`config.mk`:
```
export PLATFORM = sky130hd
export DESIGN_NAME = dcache_sram
export DESIGN_NICKNAME = d
export VERILOG_FILES = /design/src/dcache_pkg.sv /design/src/dcache_sram.sv
export VERILOG_INCLUDE_DIRS = /design/src
export SDC_FILE = /design/constraint.sdc
export NUM_CORES = 1
export LEC_CHECK = 0
export BUFFER_PORTS_ARGS = -buffer_cell sky130_fd_sc_hd__clkbuf_2
export CAP_MARGIN = 20
export CORE_UTILIZATION = 60
export CTS_BUF_LIST = sky130_fd_sc_hd__clkbuf_4 sky130_fd_sc_hd__clkbuf_8
export DETAILED_ROUTE_END_ITERATION = 12
export PLACE_DENSITY_LB_ADDON = 0.25
export SYNTH_ARGS = -nofsm -noshare
export SYNTH_HDL_FRONTEND = slang
export SYNTH_SLANG_ARGS = --single-unit
```
`constraint.sdc`:
```
create_clock -name clk_i -period 1.9 [get_ports clk_i]
set_input_delay 0.19 -clock clk_i [delete_from_list [all_inputs] [get_ports clk_i]]
set_output_delay 0.19 -clock clk_i [all_outputs]
set_load 0.005 [all_outputs]
```
`src/dcache_defs.svh`:
```
`ifndef DCACHE_DEFS_SVH
`define DCACHE_DEFS_SVH

// cache geometry
`define DCACHE_LINES    32
`define LINE_BITS       256
`define WORD_BITS       32

// processor byte address
`define ADDR_BITS       32

// address split into tag | index | offset
`define INDEX_BITS      5
`define OFFSET_BITS     5
`define TAG_BITS        (`ADDR_BITS - `INDEX_BITS - `OFFSET_BITS)

// word select sits above byte select in the offset
`define BYTE_SEL_BITS   2
`define WORD_SEL_BITS   (`OFFSET_BITS - `BYTE_SEL_BITS)

// tag entry is valid, dirty and tag
`define TAG_ENTRY_BITS  (`TAG_BITS + 2)

`endif

```
`src/dcache_pkg.sv`:
```
`include "dcache_defs.svh"

package dcache_pkg;

	// widths with a meaning
	typedef logic [`ADDR_BITS-1:0]     addr_t;
	typedef logic [`WORD_BITS-1:0]     word_t;
	typedef logic [`LINE_BITS-1:0]     line_t;
	typedef logic [`TAG_BITS-1:0]      tag_t;
	typedef logic [`INDEX_BITS-1:0]    index_t;
	typedef logic [`WORD_SEL_BITS-1:0] word_sel_t;

	// one entry of the tag array
	typedef struct packed {
		logic valid;
		logic dirty;
		tag_t tag;
	} tag_entry_t;

	// load/store request from the processor
	typedef struct packed {
		logic  rd;
		logic  wr;
		addr_t addr;
		word_t wdata;
	} cpu_req_t;

	// line request toward the data memory
	// addr is always line aligned
	typedef struct packed {
		logic  enable;
		logic  write;
		addr_t addr;
		line_t data;
	} mem_req_t;

	// miss handling FSM
	typedef enum logic [2:0] {
		IDLE      = 3'd0,
		MISS      = 3'd1,
		WRITEBACK = 3'd2,
		REFILL    = 3'd3,
		FILL      = 3'd4
	} ctrl_state_e;

endpackage

```
`src/dcache_sram.sv`:
```
`timescale 1ns/1ps
`include "dcache_defs.svh"

module dcache_sram #(
	parameter int WIDTH = `TAG_ENTRY_BITS,
	parameter int DEPTH = `DCACHE_LINES
) (
	input  logic               clk_i,
	input  logic               rst_i,
	input  dcache_pkg::index_t addr_i,
	input  logic               we_i,
	input  logic [WIDTH-1:0]   wdata_i,
	output logic [WIDTH-1:0]   rdata_o
);

	// one row per cache line
	logic [WIDTH-1:0] mem [DEPTH];

	// read is combinational at the index
	assign rdata_o = mem[addr_i];

	// all zero after reset leaves every tag entry invalid
	always_ff @(posedge clk_i or negedge rst_i) begin
		if (!rst_i) begin
			for (int i = 0; i < DEPTH; i++) begin
				mem[i] <= '0;
			end
		end else if (we_i) begin
			mem[addr_i] <= wdata_i;
		end
	end

endmodule

```
==> reports/qor.yml, run 1 <==
min_path:
  hold_path_class: "in -> reg"
  worstHoldPathCells: 2
floorplan:
  die_height_um: 244
  die_w_um: 244
  core_sq_mm: 0.0578
  rows: 88
  die_area_sq_mm: 0.0596
  initial_utilization: 0.608
  num_io_pins: 56
timing:
  period_minus_slack_ns: 2.44
  fin_ws_ns: -0.536
  rsz0062_at_grt: "yes"
  timing.setup.tns_ns: -9.78
  fmax_mhz: 410
  drv_slew: 0
  max_slew_margin: 0.426
  tightest_slew_ns: 0.857
  fin_hold_ws_ns: 0.162
  period_share: 1.28
  hold_violations: 0
  finalClockSkew_ns: 0
  setup_violations: 24
run_status:
  outcome: "finished, violations left"
  violations: "negative setup slack"
synth:
  synthAdderAreaFrac: 0
  synth_xor_area_frac: 0
  synth_compound_area_frac: 0.0342
  syn-num-nets: 2516
  muxShareOfSynthArea: 0.355
  synth_seq_cells: 768
  ys_seq_area_frac: 0.547
  synth_top_family_by_area: "multiplexers"
  synth_simple_gate_area_frac: 0.0291
  ys_types: 35
  yosysWarnings: 0
  syn_avg_cell_area_sq_um: 14.2
  syn_inst: 2484
  netlist_area_sq_mm: 0.0352
critical_path:
  arrival_ns: 2.25
  worstPathMaxFanout: 2
  crit_path_end_kind: "primary output"
  r2r_setup_slack_ns: 0.97
  crit_type: "reg -> out"
  reg2reg_depth: 2
  cp.required_ns: 1.71
  setup.worst_path.start_class: "register"
final_layout:
  reg_top3: "mem: 768 flops"
  fin_util: 0.717
  largest-register: "mem"
  final_area_sq_mm: 0.0415
  num-nets-final: 2705
  largest_reg_flops: 768
  antennaDiodeCount: 0
  drive_gt1_frac: 0.495
  area_delta_synth_final_pct: 17.9
grt:
  grt_max_degree: 88
  overflow: 0
  antenna_found_initial: 2
  grt.total_usage: 0.321
  grt_pass1_wl_um: 145000
  grt_pass1_vias: 23800
detailed_routing:
  dr.pass1.iters: 5
  routed_wl_um: 94000
  drc: 0
  routedWlPerCell_um: 26.7
  via_count: 22400
  antenna_left: 0
  first_iter_violations: 1621
  vias_per_cell: 6.34
pwr:
  vdd.ir_drop.worst_mv: 0.844
  leakage_uw: 0.0196
  power_density_mw_per_mm2: 1030
clock_network:
  cts_tree: "built"
  clock_path_buffers: 3
  numCtsBuffers: 121
  clock-sinks: 768
  htree_num_levels: 3
  path_clk_slew_ns: 0.06
  cts_root_buf: "clkbuf_8"
  insertion_delay_ns: 0.74
placed_design:
  postPlaceCellArea_sq_mm: 0.0384
  hpwl_um: 60000
  port-buffer-count: 55
  pre_cts_ws_ns: -0.597
  place_congestion: 0.853
run:
  cap_viol_max_count: 0
## final cells by class
class                      instances  area, sq um
clock buffer                     196         2420
clock inverter                    14          110
fill                            3724        16400
multi-input combinational       1481        15300
sequential                       768        19200
tap                              765          957
timing repair buffer             301         3490
## power breakdown
group / internal, uW / switching [uW] / total [uW]
Sequential: 19600 / 1660 / 21200
Combinational: 4000 / 3070 / 7070
Clock: 8020 / 6430 / 14500
## worst paths after layout
check	startpoint	to
min reg2reg	mem[229]$_DFFE_PN0P_	mem[229]$_DFFE_PN0P_
max reg2reg	mem[420]$_DFFE_PN0P_	mem[420]$_DFFE_PN0P_
max	mem[46]$_DFFE_PN0P_	rdata_o[22]
min in group asynchronous	rst_i	mem[286]$_DFFE_PN0P_
max in group asynchronous	rst_i	mem[512]$_DFFE_PN0P_
min	wdata_i[14]	mem[542]$_DFFE_PN0P_
## layout by cell type, fill, tap and decap left out, types with 13 or more instances in the layout
cell	netlist	routed
dfrtp_1	768	768
mux2_2	738	738
mux2i_1	384	375
o22ai_1	192	181
clkbuf_8	0	152
buf_4	20	138
buf_12	0	106
clkbuf_2	1	51
clkbuf_4	0	44
mux2_1	30	30
nand2_2	12	23
nor4_1	48	20
nor4_2	0	20
nor2_4	2	13
## per-layer routing
layer | global-route usage | up-vias | wire [um]
met1 | 0.432 | 11800 | 39600
met4 | 0.116 | 2 | 3160
met2 | 0.520 | 777 | 44800
met5 | 0 | - | 10
li1 | - | 9538 | -
met3 | 0.0644 | 211 | 6310
## stage by stage
stage,total power [uW],cells
after floorplan,25700,2484
after global routing,44600,3525
after detailed placement,28200,3306
final,42700,3525
after global placement,27600,3306
after CTS,42800,3519
## worst max-delay path: stages, from the launching register on
cell,delay [ns]
dfrtp_1,0.38
mux2i_1,0.21
o22ai_2,0.14
nor4_4,0.36
buf_4,0.20
nand2_4,0.06
clkbuf_2,0.13
## what timing repair did
item                                   4_1_cts  5_1_grt
resized for setup                           58       33
hold buffers                                 2        0
setup buffers                                1        6
pin swaps                                   44       25
endpoints found under the hold margin      753        0
setup endpoints to repair                   24       24
## logic make-up after synthesis
| family | Yosys count |
|---|---|
| simple gates | 137 |
| flops | 768 |
| compound gates | 192 |
| mux | 1152 |
| buf+inv | 235 |
## Yosys cell counts
cell type / number / share of area
and3_1: 1 / 0.00018
and3b_1: 1 / 0.00025
buf_2: 107 / 0.015
buf_4: 20 / 0.0043
buf_6: 18 / 0.0058
clkbuf_1: 89 / 0.0095
clkbuf_2: 1 / 0.00014
dfrtp_1: 768 / 0.55
mux2_1: 30 / 0.0096
mux2_2: 738 / 0.24
mux2i_1: 384 / 0.11
nand2_1: 25 / 0.0027
nand2_2: 12 / 0.0021
nand2_4: 1 / 0.00032
nand3_1: 1 / 0.00014
nand3_2: 4 / 0.0011
nand3_4: 1 / 0.00050
nand3b_1: 1 / 0.00021
nand3b_4: 2 / 0.0011
nand4_2: 1 / 0.00036
nand4b_1: 2 / 0.00050
nand4b_2: 2 / 0.00085
nand4bb_1: 6 / 0.0019
nor2_1: 1 / 0.00011
nor2_2: 11 / 0.0020
nor2_4: 2 / 0.00064
nor3_4: 5 / 0.0023
nor3b_2: 1 / 0.00036
nor3b_4: 2 / 0.0011
nor4_1: 48 / 0.0085
o22ai_1: 192 / 0.034
or2_0: 1 / 0.00018
or3b_1: 1 / 0.00025
or4_1: 1 / 0.00021
or4b_1: 4 / 0.0011
Power figures use the tool's default switching activity.
==> inputs of run 2 (changes only) <==
--- a/config.mk
+++ b/config.mk
@@ -6,6 +6,7 @@
 export SDC_FILE = /design/constraint.sdc
 export NUM_CORES = 1
 export LEC_CHECK = 0
+export ABC_AREA = 1
 export BUFFER_PORTS_ARGS = -buffer_cell sky130_fd_sc_hd__clkbuf_2
 export CAP_MARGIN = 20
 export CORE_UTILIZATION = 60
==> reports/qor.yml, run 2 <==
grt:
  grt.total_usage: 0.353  # +0.0312
  antenna_found_initial: 3  # +1
  grt_pass1_wl_um: 167000  # +15%
  grt_max_degree: 102  # +16%
  grt_pass1_vias: 30900  # +30%
  overflow: 0  # unchanged
critical_path:
  path_buf_inv: 2  # unchanged
  setup.worst_path.start_class: "register"
  reg2reg_depth: 3  # +1
  worstPathMaxFanout: 2  # unchanged
  slowest_stage: "dfrtp_1"
  crit_type: "reg -> out"
  crit_path_start: "mem[94]$_DFFE_PN0P_"
  crit_family: "simple AND/OR/NAND/NOR gates"
  r2r_setup_slack_ns: 1.09  # +0.12 ns
  crit_path_end_kind: "primary output"
  cp.depth: 10  # +4
  cp.required_ns: 1.71  # about the same
  cp_common_cell: "nand2_1"
  r2r-start: "mem[482]$_DFFE_PN0P_"
  cpPeakStageDelay_ns: 0.39  # about the same
  arrival_ns: 1.98  # -0.27 ns
  crit_chain: "nand2_1 > nand2_1 > nand2_1 > nand2_1 > nand2_1 > nand2_1 > nor2_1 > buf_4 > nand2_4 > clkbuf_2"
clock_network:
  cts_tree: "built"
  clock_path_buffers: 3  # unchanged
  htree_num_levels: 4  # +1
  clock-sinks: 768  # unchanged
  numCtsBuffers: 131  # +8.3%
  insertion_delay_ns: 0.79  # +0.05 ns
  cts_root_buf: "clkbuf_8"
  path_clk_slew_ns: 0.06  # about the same
synth:
  synthTopCellsByArea: "dfrtp_1 (54%), nand2_1 (29%), o21ai_0 (8.4%)"
  synth_largest_area_cell: "dfrtp_1"
  syn_avg_cell_area_sq_um: 7.40  # -48%
  synth_top_area_frac: 0.536  # -0.0109
  syn_inst: 4850  # +95%
  ys.flop_type: "dfrtp_1"
  ys_seq_area_frac: 0.536  # -0.0109
  synthTopCellsByCount: "nand2_1 (2738), dfrtp_1 (768), o21ai_0 (602)"
  syn-num-nets: 4882  # +94%
  yosysWarnings: 0  # unchanged
  synth.most_common_cell: "nand2_1"
  synthArstFlopShare: 1.00  # unchanged
  synth_seq_cells: 768  # unchanged
  synth_edf_count: 0  # unchanged
  ys_types: 21  # -40%
  netlist_area_sq_mm: 0.0359  # +2.0%
pwr:
  leakage_uw: 0.0220  # +12%
  vdd.ir_drop.worst_mv: 0.684  # -19%
  total_power_uw: 44500  # +4.0%
  power_density_mw_per_mm2: 1070  # +3.8%
timing:
  max_slew_margin: 0.318  # -0.109
  period_minus_slack_ns: 2.17  # -0.264 ns
  period_share: 1.14  # -0.139
  hold_violations: 0  # unchanged
  fin_ws_ns: -0.273  # +0.264 ns
  fin_hold_ws_ns: 0.119  # -0.0432 ns
  rsz0062_at_grt: "yes"
  setup_violations: 24  # unchanged
  finalClockSkew_ns: 0  # unchanged
  fmax_mhz: 460  # +12%
  tightest_slew_ns: 1.02  # +0.162 ns
  drv_slew: 0  # unchanged
final_layout:
  area_delta_synth_final_pct: 15.8
  largest_reg_flops: 768  # unchanged
  seqCellArea_sq_mm: 0.0192  # unchanged
  num-nets-final: 4944  # +83%
  nFillCells: 4707  # +26%
  largest-register: "mem"
  reg_top3: "mem: 768 flops"
  mostFrequentLayoutCell: "nand2_1"
  multiInputGateArea_sq_mm: 0.0154  # +0.61%
  final_cell_mix: "nand2_1 (2636), dfrtp_1 (768), o21ai_0 (602)"
  drive_gt1_frac: 0.134  # -0.361
min_path:
  hold_path_class: "in -> async"
floorplan:
  core_sq_mm: 0.0590  # +2.1%
  num_io_pins: 56  # unchanged
  initial_utilization: 0.608  # about the same
  die_area_sq_mm: 0.0608  # +2.0%
  rows: 89  # +1.1%
  die_w_um: 247  # +1.0%
  die_height_um: 247  # +1.0%
run:
  cap_viol_max_count: 0  # unchanged
run_status:
  outcome: "finished, violations left"
  violations: "negative setup slack"
detailed_routing:
  first_iter_violations: 3445  # +110%
  antenna_left: 0  # unchanged
  routedWlPerCell_um: 17.9  # -33%
  drc: 0  # unchanged
  vias_per_cell: 5.55  # -13%
  dr.pass1.iters: 8  # +3
  routed_wl_um: 103000  # +9.9%
  via_count: 32100  # +44%
placed_design:
  port-buffer-count: 55  # unchanged
  hpwl_um: 60100  # +0.21%
  place_congestion: 0.839  # -1.6%
==> run 2: cell count changes after synthesis, moves of 47 or more <==
| cell | before | now |
|---|---|---|
| a21oi_1 | 0 | 96 |
| clkbuf_1 | 89 | 227 |
| mux2_2 | 738 | 0 |
| mux2i_1 | 384 | 0 |
| nand2_1 | 25 | 2738 |
| nor2_1 | 1 | 148 |
| nor4_1 | 48 | 1 |
| o21ai_0 | 0 | 602 |
| o21ai_1 | 0 | 70 |
| o22ai_1 | 192 | 0 |
==> run 2: tightest hold or removal path: stages <==
cell	delay, ns
dlygate4sd3_1	0.56
buf_8	0.26
buf_12	0.24
==> run 2: final timing paths <==
check,endpoint
worst max-delay path,rdata_o[22]
worst max register to register,mem[482]$_DFFE_PN0P_
min in group clk_i,mem[394]$_DFFE_PN0P_
max in group asynchronous,mem[515]$_DFFE_PN0P_
worst min register to register,mem[81]$_DFFE_PN0P_
worst min-delay path,mem[636]$_DFFE_PN0P_
==> run 2: per-stage QoR <==
step,utilization,area [sq um],setup slack [ns],cells,TNS (ns)
floorplan,-,35900,0.422,4850,0
global placement,0.640,37800,0.0621,5485,0
detailed placement,0.640,37800,0.0676,5485,0
CTS,0.699,41300,-0.314,5762,-5.94
global route,0.704,41500,-0.416,5784,-7.52
finish,0.704,41500,-0.273,5784,-4.94
==> run 2: cells by family after synthesis <==
family / Yosys count / share of synthesized area
compound gates: 768 / 0.107
simple gates: 2902 / 0.307
flops: 768 / 0.536
buf+inv: 412 / 0.0502
==> run 2: power breakdown <==
| group | internal (uW) | total (uW) | switching, uW |
|---|---|---|---|
| logic | 3150 | 7640 | 4490 |
| registers | 19500 | 21200 | 1670 |
| clock network | 8840 | 15600 | 6800 |
==> run 2: area by class of cell <==
type                    count  area share
clock buffers             212      0.0630
multi-input cells        3670       0.369
inverters                  33     0.00346
diodes                      1   0.0000602
repair buffers            308      0.0745
well taps                 773      0.0233
flip-flops and latches    768       0.463
clock inverters            19     0.00367
==> run 2: timing repair <==
| item | in CTS | in global routing |
|---|---|---|
| pin swaps | 82 | 80 |
| setup buffers | 20 | 23 |
| hold buffers | 26 | 0 |
| endpoints found under the setup margin | 24 | 24 |
| resized for setup | 94 | 46 |
| hold endpoints to repair | 1514 | 0 |
==> run 2: layer usage <==
| layer | up-vias | part of all wire | GRT usage |
|---|---|---|---|
| met2 | 1450 | 0.46 | 0.544 |
| met5 | - | 0.00013 | 0 |
| li1 | 15300 | - | - |
| met4 | 2 | 0.031 | 0.137 |
| met3 | 231 | 0.089 | 0.0683 |
| met1 | 15200 | 0.42 | 0.494 |
