## config.mk

```make
export PLATFORM = sky130hd
export DESIGN_NAME = dcache_ctrl
export DESIGN_NICKNAME = d
export VERILOG_FILES = /design/src/dcache_pkg.sv /design/src/dcache_ctrl.sv
export VERILOG_INCLUDE_DIRS = /design/src
export SDC_FILE = /design/constraint.sdc
export NUM_CORES = 1
export LEC_CHECK = 0
export BUFFER_PORTS_ARGS = -buffer_cell sky130_fd_sc_hd__buf_2
export CAP_MARGIN = 10
export CORE_AREA = 10 10 470 472
export CTS_CLUSTER_SIZE = 8
export DETAILED_ROUTE_END_ITERATION = 10
export DIE_AREA = 0 0 480 482
export GPL_ROUTABILITY_DRIVEN = 1
export PLACE_DENSITY = 0.34
export SLEW_MARGIN = 5
export SYNTH_ARGS = -nofsm -noshare
export SYNTH_HDL_FRONTEND = slang
export SYNTH_SLANG_ARGS = --single-unit
```

## constraint.sdc

```tcl
create_clock -name clk_i -period 3.8 [get_ports clk_i]
set_input_delay 0.38 -clock clk_i [delete_from_list [all_inputs] [get_ports clk_i]]
set_output_delay 0.38 -clock clk_i [all_outputs]
set_load 0.02 [all_outputs]
```

## src/dcache_defs.svh

```systemverilog
`ifndef DCACHE_DEFS_SVH
`define DCACHE_DEFS_SVH

// cache geometry
`define DCACHE_LINES    32
`define LINE_BITS       256
`define WORD_BITS       32

// processor byte address
`define ADDR_BITS       32

// address split into tag | index | offset
`define INDEX_BITS      5
`define OFFSET_BITS     5
`define TAG_BITS        (`ADDR_BITS - `INDEX_BITS - `OFFSET_BITS)

// word select sits above byte select in the offset
`define BYTE_SEL_BITS   2
`define WORD_SEL_BITS   (`OFFSET_BITS - `BYTE_SEL_BITS)

// tag entry is valid, dirty and tag
`define TAG_ENTRY_BITS  (`TAG_BITS + 2)

`endif

```

## src/dcache_pkg.sv

```systemverilog
`include "dcache_defs.svh"

package dcache_pkg;

	// widths with a meaning
	typedef logic [`ADDR_BITS-1:0]     addr_t;
	typedef logic [`WORD_BITS-1:0]     word_t;
	typedef logic [`LINE_BITS-1:0]     line_t;
	typedef logic [`TAG_BITS-1:0]      tag_t;
	typedef logic [`INDEX_BITS-1:0]    index_t;
	typedef logic [`WORD_SEL_BITS-1:0] word_sel_t;

	// one entry of the tag array
	typedef struct packed {
		logic valid;
		logic dirty;
		tag_t tag;
	} tag_entry_t;

	// load/store request from the processor
	typedef struct packed {
		logic  rd;
		logic  wr;
		addr_t addr;
		word_t wdata;
	} cpu_req_t;

	// line request toward the data memory
	// addr is always line aligned
	typedef struct packed {
		logic  enable;
		logic  write;
		addr_t addr;
		line_t data;
	} mem_req_t;

	// miss handling FSM
	typedef enum logic [2:0] {
		IDLE      = 3'd0,
		MISS      = 3'd1,
		WRITEBACK = 3'd2,
		REFILL    = 3'd3,
		FILL      = 3'd4
	} ctrl_state_e;

endpackage

```

## src/dcache_ctrl.sv

```systemverilog
`timescale 1ns/1ps
`include "dcache_defs.svh"

module dcache_ctrl (
	input  logic                   clk_i,
	input  logic                   rst_i,

	// processor side
	input  dcache_pkg::cpu_req_t   cpu_req_i,
	output dcache_pkg::word_t      rdata_o,
	output logic                   stall_o,

	// memory side
	output dcache_pkg::mem_req_t   mem_req_o,
	input  logic                   mem_ack_i,
	input  dcache_pkg::line_t      mem_rdata_i,

	// tag and data arrays
	output dcache_pkg::index_t     sram_index_o,
	output logic                   tag_we_o,
	output dcache_pkg::tag_entry_t tag_wdata_o,
	input  dcache_pkg::tag_entry_t tag_rdata_i,
	output logic                   data_we_o,
	output dcache_pkg::line_t      data_wdata_o,
	input  dcache_pkg::line_t      data_rdata_i
);

	import dcache_pkg::*;

	ctrl_state_e state_q;
	ctrl_state_e state_d;

	// request fields
	logic        req;
	tag_t        req_tag;
	index_t      req_index;
	word_sel_t   req_word;

	// lookup results
	logic        hit;
	logic        victim_dirty;
	logic        write_hit;
	logic        refill_done;

	// line addresses toward memory
	addr_t       req_line_addr;
	addr_t       victim_line_addr;

	// stored line with the write word merged in
	line_t       merged_line;

	assign req = cpu_req_i.rd | cpu_req_i.wr;

	// address split
	assign req_tag   = cpu_req_i.addr[`ADDR_BITS-1 -: `TAG_BITS];
	assign req_index = cpu_req_i.addr[`OFFSET_BITS +: `INDEX_BITS];
	assign req_word  = cpu_req_i.addr[`BYTE_SEL_BITS +: `WORD_SEL_BITS];

	// an invalid entry never hits
	assign hit = tag_rdata_i.valid && (tag_rdata_i.tag == req_tag);

	// victim needs writing back only if it holds modified data
	assign victim_dirty = tag_rdata_i.valid && tag_rdata_i.dirty;

	// write hits only commit from IDLE where the request completes
	assign write_hit = (state_q == IDLE) && cpu_req_i.wr && hit;

	// refill line arrives with the acknowledge
	assign refill_done = (state_q == REFILL) && mem_ack_i;

	// stall until a lookup in IDLE hits
	// FILL still stalls although the new tag is already in place
	assign stall_o = req && !((state_q == IDLE) && hit);

	// word select for reads
	assign rdata_o = data_rdata_i[req_word*`WORD_BITS +: `WORD_BITS];

	// merge the write word into the stored line
	always_comb begin
		merged_line = data_rdata_i;
		merged_line[req_word*`WORD_BITS +: `WORD_BITS] = cpu_req_i.wdata;
	end

	// line aligned addresses
	assign req_line_addr    = {req_tag, req_index, {`OFFSET_BITS{1'b0}}};
	assign victim_line_addr = {tag_rdata_i.tag, req_index, {`OFFSET_BITS{1'b0}}};

	// next state
	always_comb begin
		state_d = state_q;
		unique case (state_q)
			IDLE: begin
				if (req && !hit) begin
					state_d = MISS;
				end
			end
			MISS: begin
				// victim decides between write-back and a plain refill
				if (victim_dirty) begin
					state_d = WRITEBACK;
				end else begin
					state_d = REFILL;
				end
			end
			WRITEBACK: begin
				if (mem_ack_i) begin
					state_d = REFILL;
				end
			end
			REFILL: begin
				if (mem_ack_i) begin
					state_d = FILL;
				end
			end
			FILL: begin
				state_d = IDLE;
			end
			default: begin
				state_d = IDLE;
			end
		endcase
	end

	always_ff @(posedge clk_i or negedge rst_i) begin
		if (!rst_i) begin
			state_q <= IDLE;
		end else begin
			state_q <= state_d;
		end
	end

	// memory request decoded from the state
	// fields stay steady while waiting for the acknowledge
	always_comb begin
		mem_req_o.enable = (state_q == WRITEBACK) || (state_q == REFILL);
		mem_req_o.write  = (state_q == WRITEBACK);
		if (state_q == WRITEBACK) begin
			mem_req_o.addr = victim_line_addr;
		end else begin
			mem_req_o.addr = req_line_addr;
		end
		// old line is still in the array during write-back
		mem_req_o.data = data_rdata_i;
	end

	// both arrays follow the request index
	assign sram_index_o = req_index;

	// arrays written on a write hit or a completed refill
	assign tag_we_o  = write_hit || refill_done;
	assign data_we_o = write_hit || refill_done;

	// refill leaves the line clean and a write hit marks it dirty
	always_comb begin
		tag_wdata_o.valid = 1'b1;
		tag_wdata_o.dirty = write_hit;
		tag_wdata_o.tag   = req_tag;
	end

	// fetched line on refill and merged line on a write hit
	always_comb begin
		if (refill_done) begin
			data_wdata_o = mem_rdata_i;
		end else begin
			data_wdata_o = merged_line;
		end
	end

endmodule

```

==> reports/results.md, run 1 <==
## STA
• 0 — final hold violation count
• 0 — Final setup viols
• 0.870 ns — Worst Tran Pin Value
• no — setup repair after global routing missed its margin
• 0.914 — final cycle utilization of the critical path
• 0 ns — total negative setup slack
• 0.0000113 ns — final setup skew
• 3.47 ns — post-layout min period
• 0 — Final Max Slew Viols
• 0.420 — relative slew slack
• 288 MHz — Fmax achieved

## Cells and area
• 0.0190 sq mm — fin area
• 0.0900 — final standard cell utilization of the core
• 3114 — nets
• 77.8% — Area Overhead vs Synth
• 5381 — final cell count without fillers
• 0.550 — fraction of final layout cells with drive strength greater than 1
• 1150 x sky130_fd_sc_hd__buf_2, 257 x sky130_fd_sc_hd__nand2_1, 195 x sky130_fd_sc_hd__nor2_1 — most used cells in the layout excluding fill and tap cells
• state_q x3 — registers with the highest flip-flop counts
• sky130_fd_sc_hd__buf_2 — most common cell after layout, fill and taps aside
• 3 — number of flip-flops under the largest register name
• state_q — register name with the most flops

## Logic synthesis
• 0.00702 — sequential-to-total area share from yosys stat
• sky130_fd_sc_hd__dfrtp_1 — commonest register cell after synthesis
• 6.28 sq um — Syn Area/Cell
• 0.0107 sq mm — post-synthesis instance area
• 36 — post-synthesis cell type count
• 0 — Yosys warning total
• 0 — number of flops mapped to enable cells by yosys
• 1703 — Syn Inst Count
• 1.00 — post-synthesis async set-or-reset flop share
• 3 — flops & latches, synth

## Floorplan
• 0.0506 — Initial Utilization
• 0.231 sq mm — die area
• 169 — row count
• 1215 — number of top-level design ports
• 0.211 sq mm — placeable core region
• 482 um — vertical extent of the die
• 480 um — chip width

## Route
• 17995 — via count
• 0 — DRC violations left
• 3.34 — vias per cell
• 222 mm — wire length reported by the detailed router
• 1503 — Detailed Route Iter0 Violations
• 41.2 um — routed wirelength normalized by instance count
• 0 — Antenna Nets Post-Route
• 5 — drt first pass iters

## Clock tree
• 1 — number of levels the H-tree was split into
• done — TritonCTS clock tree
• sky130_fd_sc_hd__clkbuf_16 — root buffer selected by CTS
• 3 — clock tree sinks
• 0.22 ns — source-to-sink clock delay at the later pin of the worst-skew pair
• 3 — Inserted Clock Buffers
• 2 — buffer levels on the longest clock path
• 0.03 ns — clock edge transition at the registers on the reported setup and hold paths

## Setup path
• 1.83 ns — flop2flop setup slack
• 4 — depth of the worst register-to-register path
• 3.09 ns — data arrival time of the worst path
• primary output — endpoint type of the worst setup path
• state_q[2]$_DFFE_PN0P_ — Crit Reg-Reg Endpoint
• 5 — top fanout value on the critical path
• 0.61 ns — delay of the slowest cell on the worst path
• state_q[1]$_DFFE_PN0P_ — startpoint of the worst-slack reg-to-reg timing path
• in -> out — classification of the worst setup path
• data_wdata_o[1] — Worst Setup EP
• sky130_fd_sc_hd__or4b_4 — CP max-delay cell
• 3.42 ns — Critical Path RT
• input port — kind of launch point of the worst setup path
• buf_6 > inv_1 > ha_1 > ha_1 > or4b_4 > buf_4 > mux2i_1 > o21ai_0 > buf_4 > buf_12 — critical path cell sequence
• cpu_req_i[34] — source of the critical timing path

## Place
• 200 mm — Detailed Place HPWL
• 1191 — number of buffers inserted by port buffering
• 0.914 — placer's final routability congestion estimate
• 0.0188 sq mm — placed cell areas
• 5317 — post-placement cell count

## Hold path
• in -> reg — HP Class
• mem_ack_i — worst min-delay path startpoint

## Global routing
• 99 — maximum number of pins on one net before global-route repair
• 0 — final global-route overflow total
• 17961 — vias in the first global route
• 216 — number of antenna violations at the first check in global routing
• 0.180 — total routing resource utilization after global routing
• 261 mm — first-pass GRT wire length

## Power and ir drop
• 0.183 mV — worst-case vdd ir drop
• 0.022 — clock network fraction of total power
• 8.64 nW — Static Leak
• 407 mW/mm^2 — areal power density over the cells
• 0.009 — sequential group share of total power
• 0.686 — switching share of total power
• 2.43 mW — Int Pwr
• 5.31 mW — Switching Power
• 0.969 — Combinational Power Share

## Status
• finished clean — result of the run

## Flow run
• 0 — maximum capacitance violations

Yosys cell counts, drive strengths merged, types with 2 or more instances:
cell,count,area share
nor2,195,0.068
inv,6,0.0021
conb,2,0.00070
nand2b,96,0.056
clkbuf,141,0.049
nand2,257,0.090
a31oi,193,0.11
or3,2,0.0012
mux2,22,0.023
xnor2,22,0.018
nor3b,5,0.0035
nand3,197,0.092
nor3,4,0.0019
nand4,8,0.0047
ha,5,0.0059
a21oi,3,0.0014
mux2i,64,0.060
and3,3,0.0018
buf,336,0.23
o21ai,65,0.030
mux4,64,0.13
dfrtp,3,0.0070
area by class of cell:
cell class,instances,area (sq um)
repair buffers,1269,7400
inverters,6,27.5
multi-input cells,1221,7760
diodes,57,143
well taps,2821,3530
clock buffers,4,78.8
fillers,25115,192000
flip-flops and latches,3,75.1
worst min-delay path by stage:
stage / to / slack (ns) / cells past startpoint
detailed placement: state_q[2]$_DFFE_PN0P_ / 0.19 / 1
CTS: state_q[1]$_DFFE_PN0P_ / 0.48 / 2
global route: state_q[1]$_DFFE_PN0P_ / 0.49 / 2
global placement: state_q[2]$_DFFE_PN0P_ / 0.19 / 1
finish: state_q[1]$_DFFE_PN0P_ / 0.47 / 2
floorplan: state_q[0]$_DFFE_PN0P_ / 0.08 / 0
power groups by stage:
stage                     clock (mW)  combinational [mW]  sequential, mW
after floorplan                    0                3.43          0.0608
after global placement             0                7.75          0.0792
after detailed placement           0                7.71          0.0742
after CTS                      0.169                7.74          0.0741
after global routing           0.173                7.89          0.0762
final                          0.167                7.50          0.0731
through the flow:
step	worst slack, ns	hold slack (ns)	total power, mW
floorplan	0.250	0.0844	3.50
global placement	-0.00804	0.192	7.83
detailed placement	-0.00389	0.194	7.78
CTS	0.0117	0.477	7.98
global route	0.354	0.492	8.14
finish	0.325	0.474	7.74
per-layer routing:
layer	global-route usage	routed length [um]
met1	0.209	86200
met2	0.285	96800
met3	0.115	34100
met4	0.0210	3810
met5	0	898
logic make-up after synthesis:
kind of cell             after synthesis  synth area share
XOR/XNOR                              22            0.0180
adder cells (fa/ha/maj)                5           0.00585
multiplexers                         150             0.218
flip-flops                             3           0.00702
buffers and inverters                483             0.278
other                                  2          0.000702
AO/OA/AOI/OAI                        264             0.147
AND/OR/NAND/NOR                      774             0.326
critical path: cells and delay by family:
family                   cells  cell delay [ns]
buffers and inverters        5             0.86
AO/OA/AOI/OAI                1             0.57
AND/OR/NAND/NOR              1             0.61
multiplexers                 1             0.11
adder cells (fa/ha/maj)      2             0.54
repair_timing:
action / in CTS / in global routing
hold buffers: 1 / 0
pin swaps: 0 / 1
resized for setup: 1 / 0
setup endpoints to repair: 1 / 1
setup buffers: 0 / 2
endpoints found under the hold margin: 3 / 0
(Power assumes the default switching activity.)
==> run 2: changes to the inputs <==
Settings changed: CORE_AREA 10 10 470 472 to 10 10 469 471, DIE_AREA 0 0 480 482 to 0 0 479 481.
==> reports/results.md, run 2 (synthesized netlist as in run 1, its figures left out) <==
## Setup path
• 3.42 ns — Critical Path RT
• state_q[0]$_DFFE_PN0P_ — startpoint of the worst-slack reg-to-reg timing path
• input port — kind of launch point of the worst setup path
• 4 — depth of the worst register-to-register path
• 3.17 ns — data arrival time of the worst path
• 1.77 ns — flop2flop setup slack
• 10 — top fanout value on the critical path
• primary output — endpoint type of the worst setup path
• in -> out — classification of the worst setup path
• state_q[0]$_DFFE_PN0P_ — Crit Reg-Reg Endpoint

## STA
• 0 — final hold violation count
• 0 — Final setup viols
• 3.55 ns — post-layout min period
• no — setup repair after global routing missed its margin
• 0.467 ns — WHS
• 0.000483 ns — final setup skew
• 0 — Final Max Slew Viols
• 0.278 — relative slew slack
• 0.253 ns — worst setup slack after layout
• 282 MHz — Fmax achieved
• 0.934 — final cycle utilization of the critical path
• 0 ns — total negative setup slack
• 1.08 ns — Worst Tran Pin Value

## Power and ir drop
• 0.159 mV — worst-case vdd ir drop
• 7.76 mW — post-layout power
• 2.41 mW — Int Pwr
• 5.35 mW — Switching Power
• 0.010 — sequential group share of total power
• 0.690 — switching share of total power
• 0.021 — clock network fraction of total power
• 0.969 — Combinational Power Share
• 8.58 nW — Static Leak
• 411 mW/mm^2 — areal power density over the cells

## Clock tree
• 0 — post-CTS resize count
• 1 — hold bufs inserted after CTS
• 3 — Inserted Clock Buffers
• 0.03 ns — clock edge transition at the registers on the reported setup and hold paths
• 0.22 ns — source-to-sink clock delay at the later pin of the worst-skew pair
• done — TritonCTS clock tree
• 2 — buffer levels on the longest clock path
• 0 — post-CTS repair timing setup buffer count
• sky130_fd_sc_hd__clkbuf_16 — root buffer selected by CTS
• 1 — number of levels the H-tree was split into
• 3 — clock tree sinks

## Route
• 41.4 um — routed wirelength normalized by instance count
• 18102 — via count
• 3.38 — vias per cell
• 5 — drt first pass iters
• 0 — Antenna Nets Post-Route
• 222 mm — wire length reported by the detailed router
• 0 — DRC violations left
• 1398 — Detailed Route Iter0 Violations

## Cells and area
• 0.0189 sq mm — fin area
• 25175 — FILL cells
• 1148 x sky130_fd_sc_hd__buf_2, 257 x sky130_fd_sc_hd__nand2_1, 195 x sky130_fd_sc_hd__nor2_1 — most used cells in the layout excluding fill and tap cells
• sky130_fd_sc_hd__buf_2 — most common cell after layout, fill and taps aside
• 0.0895 — final standard cell utilization of the core
• state_q x3 — registers with the highest flip-flop counts
• 5356 — final cell count without fillers
• state_q — register name with the most flops
• 76.5% — Area Overhead vs Synth
• 0.547 — fraction of final layout cells with drive strength greater than 1
• 3102 — nets
• 3 — number of flip-flops under the largest register name

## Place
• 197 mm — Detailed Place HPWL
• 0.921 — placer's final routability congestion estimate
• 5307 — post-placement cell count
• 0.0187 sq mm — placed cell areas
• 1191 — number of buffers inserted by port buffering
• 0.0706 ns — setup slack at placement

## Floorplan
• 169 — row count
• 0.211 sq mm — placeable core region
• 1215 — number of top-level design ports
• 0.230 sq mm — die area
• 0.0507 — Initial Utilization
• 481 um — vertical extent of the die
• 479 um — chip width

## Status
• finished clean — result of the run

## Global routing
• 85 — maximum number of pins on one net before global-route repair
• 262 mm — first-pass GRT wire length
• 0.180 — total routing resource utilization after global routing
• 17883 — vias in the first global route
• 217 — number of antenna violations at the first check in global routing
• 0 — final global-route overflow total

## Hold path
• in -> reg — HP Class
• mem_ack_i — worst min-delay path startpoint
• state_q[1]$_DFFE_PN0P_ — sink of the worst hold path
• 2 — depth of the worst hold-timing path

## Flow run
• 0 — maximum capacitance violations

## run 2: worst max-delay path by stage
stage	from	endpoint	slack, ns	depth (start not counted)
after floorplan	cpu_req_i[35]	data_wdata_o[225]	0.25	10
after global placement	cpu_req_i[35]	data_wdata_o[132]	0.05	10
after detailed placement	cpu_req_i[35]	data_wdata_o[132]	0.07	10
after CTS	cpu_req_i[35]	data_wdata_o[132]	0.06	10
after global routing	cpu_req_i[34]	data_wdata_o[132]	0.12	10
final	cpu_req_i[35]	data_wdata_o[132]	0.25	10
## run 2: area by class of cell
type,count,area (sq um),share of cell area
tap,2821,3530,0.187
inverter,6,27.5,0.00146
timing repair buffer,1257,7290,0.386
multi-input combinational,1221,7760,0.411
clock buffer,4,78.8,0.00418
antenna,44,110,0.00584
sequential,3,75.1,0.00398
## run 2: power groups by stage
stage / Sequential, mW / Clock [mW] / Combinational [mW]
2_1_floorplan: 0.0608 / 0 / 3.43
3_3_place_gp: 0.0797 / 0 / 7.77
3_5_place_dp: 0.0771 / 0 / 7.73
4_1_cts: 0.0772 / 0.168 / 7.76
5_1_grt: 0.0785 / 0.173 / 7.90
6_report: 0.0765 / 0.165 / 7.52
## run 2: worst max-delay path, stage by stage
cell and delay, ns:
sky130_fd_sc_hd__buf_6 0.13, sky130_fd_sc_hd__inv_1 0.08, sky130_fd_sc_hd__ha_1 0.19, sky130_fd_sc_hd__ha_1 0.29, sky130_fd_sc_hd__buf_4 0.22, sky130_fd_sc_hd__o2111ai_4 0.43, sky130_fd_sc_hd__buf_4 0.35, sky130_fd_sc_hd__mux2i_1 0.12
sky130_fd_sc_hd__o21ai_0 0.65, sky130_fd_sc_hd__buf_2 0.30
## run 2: layer usage
layer | vias to the layer above | share of wire | global-route usage
met2 | 1460 | 0.43 | 0.283
met3 | 361 | 0.15 | 0.112
met4 | 160 | 0.026 | 0.0317
li1 | 7265 | - | -
met5 | - | 0.0049 | 0
met1 | 8856 | 0.39 | 0.210
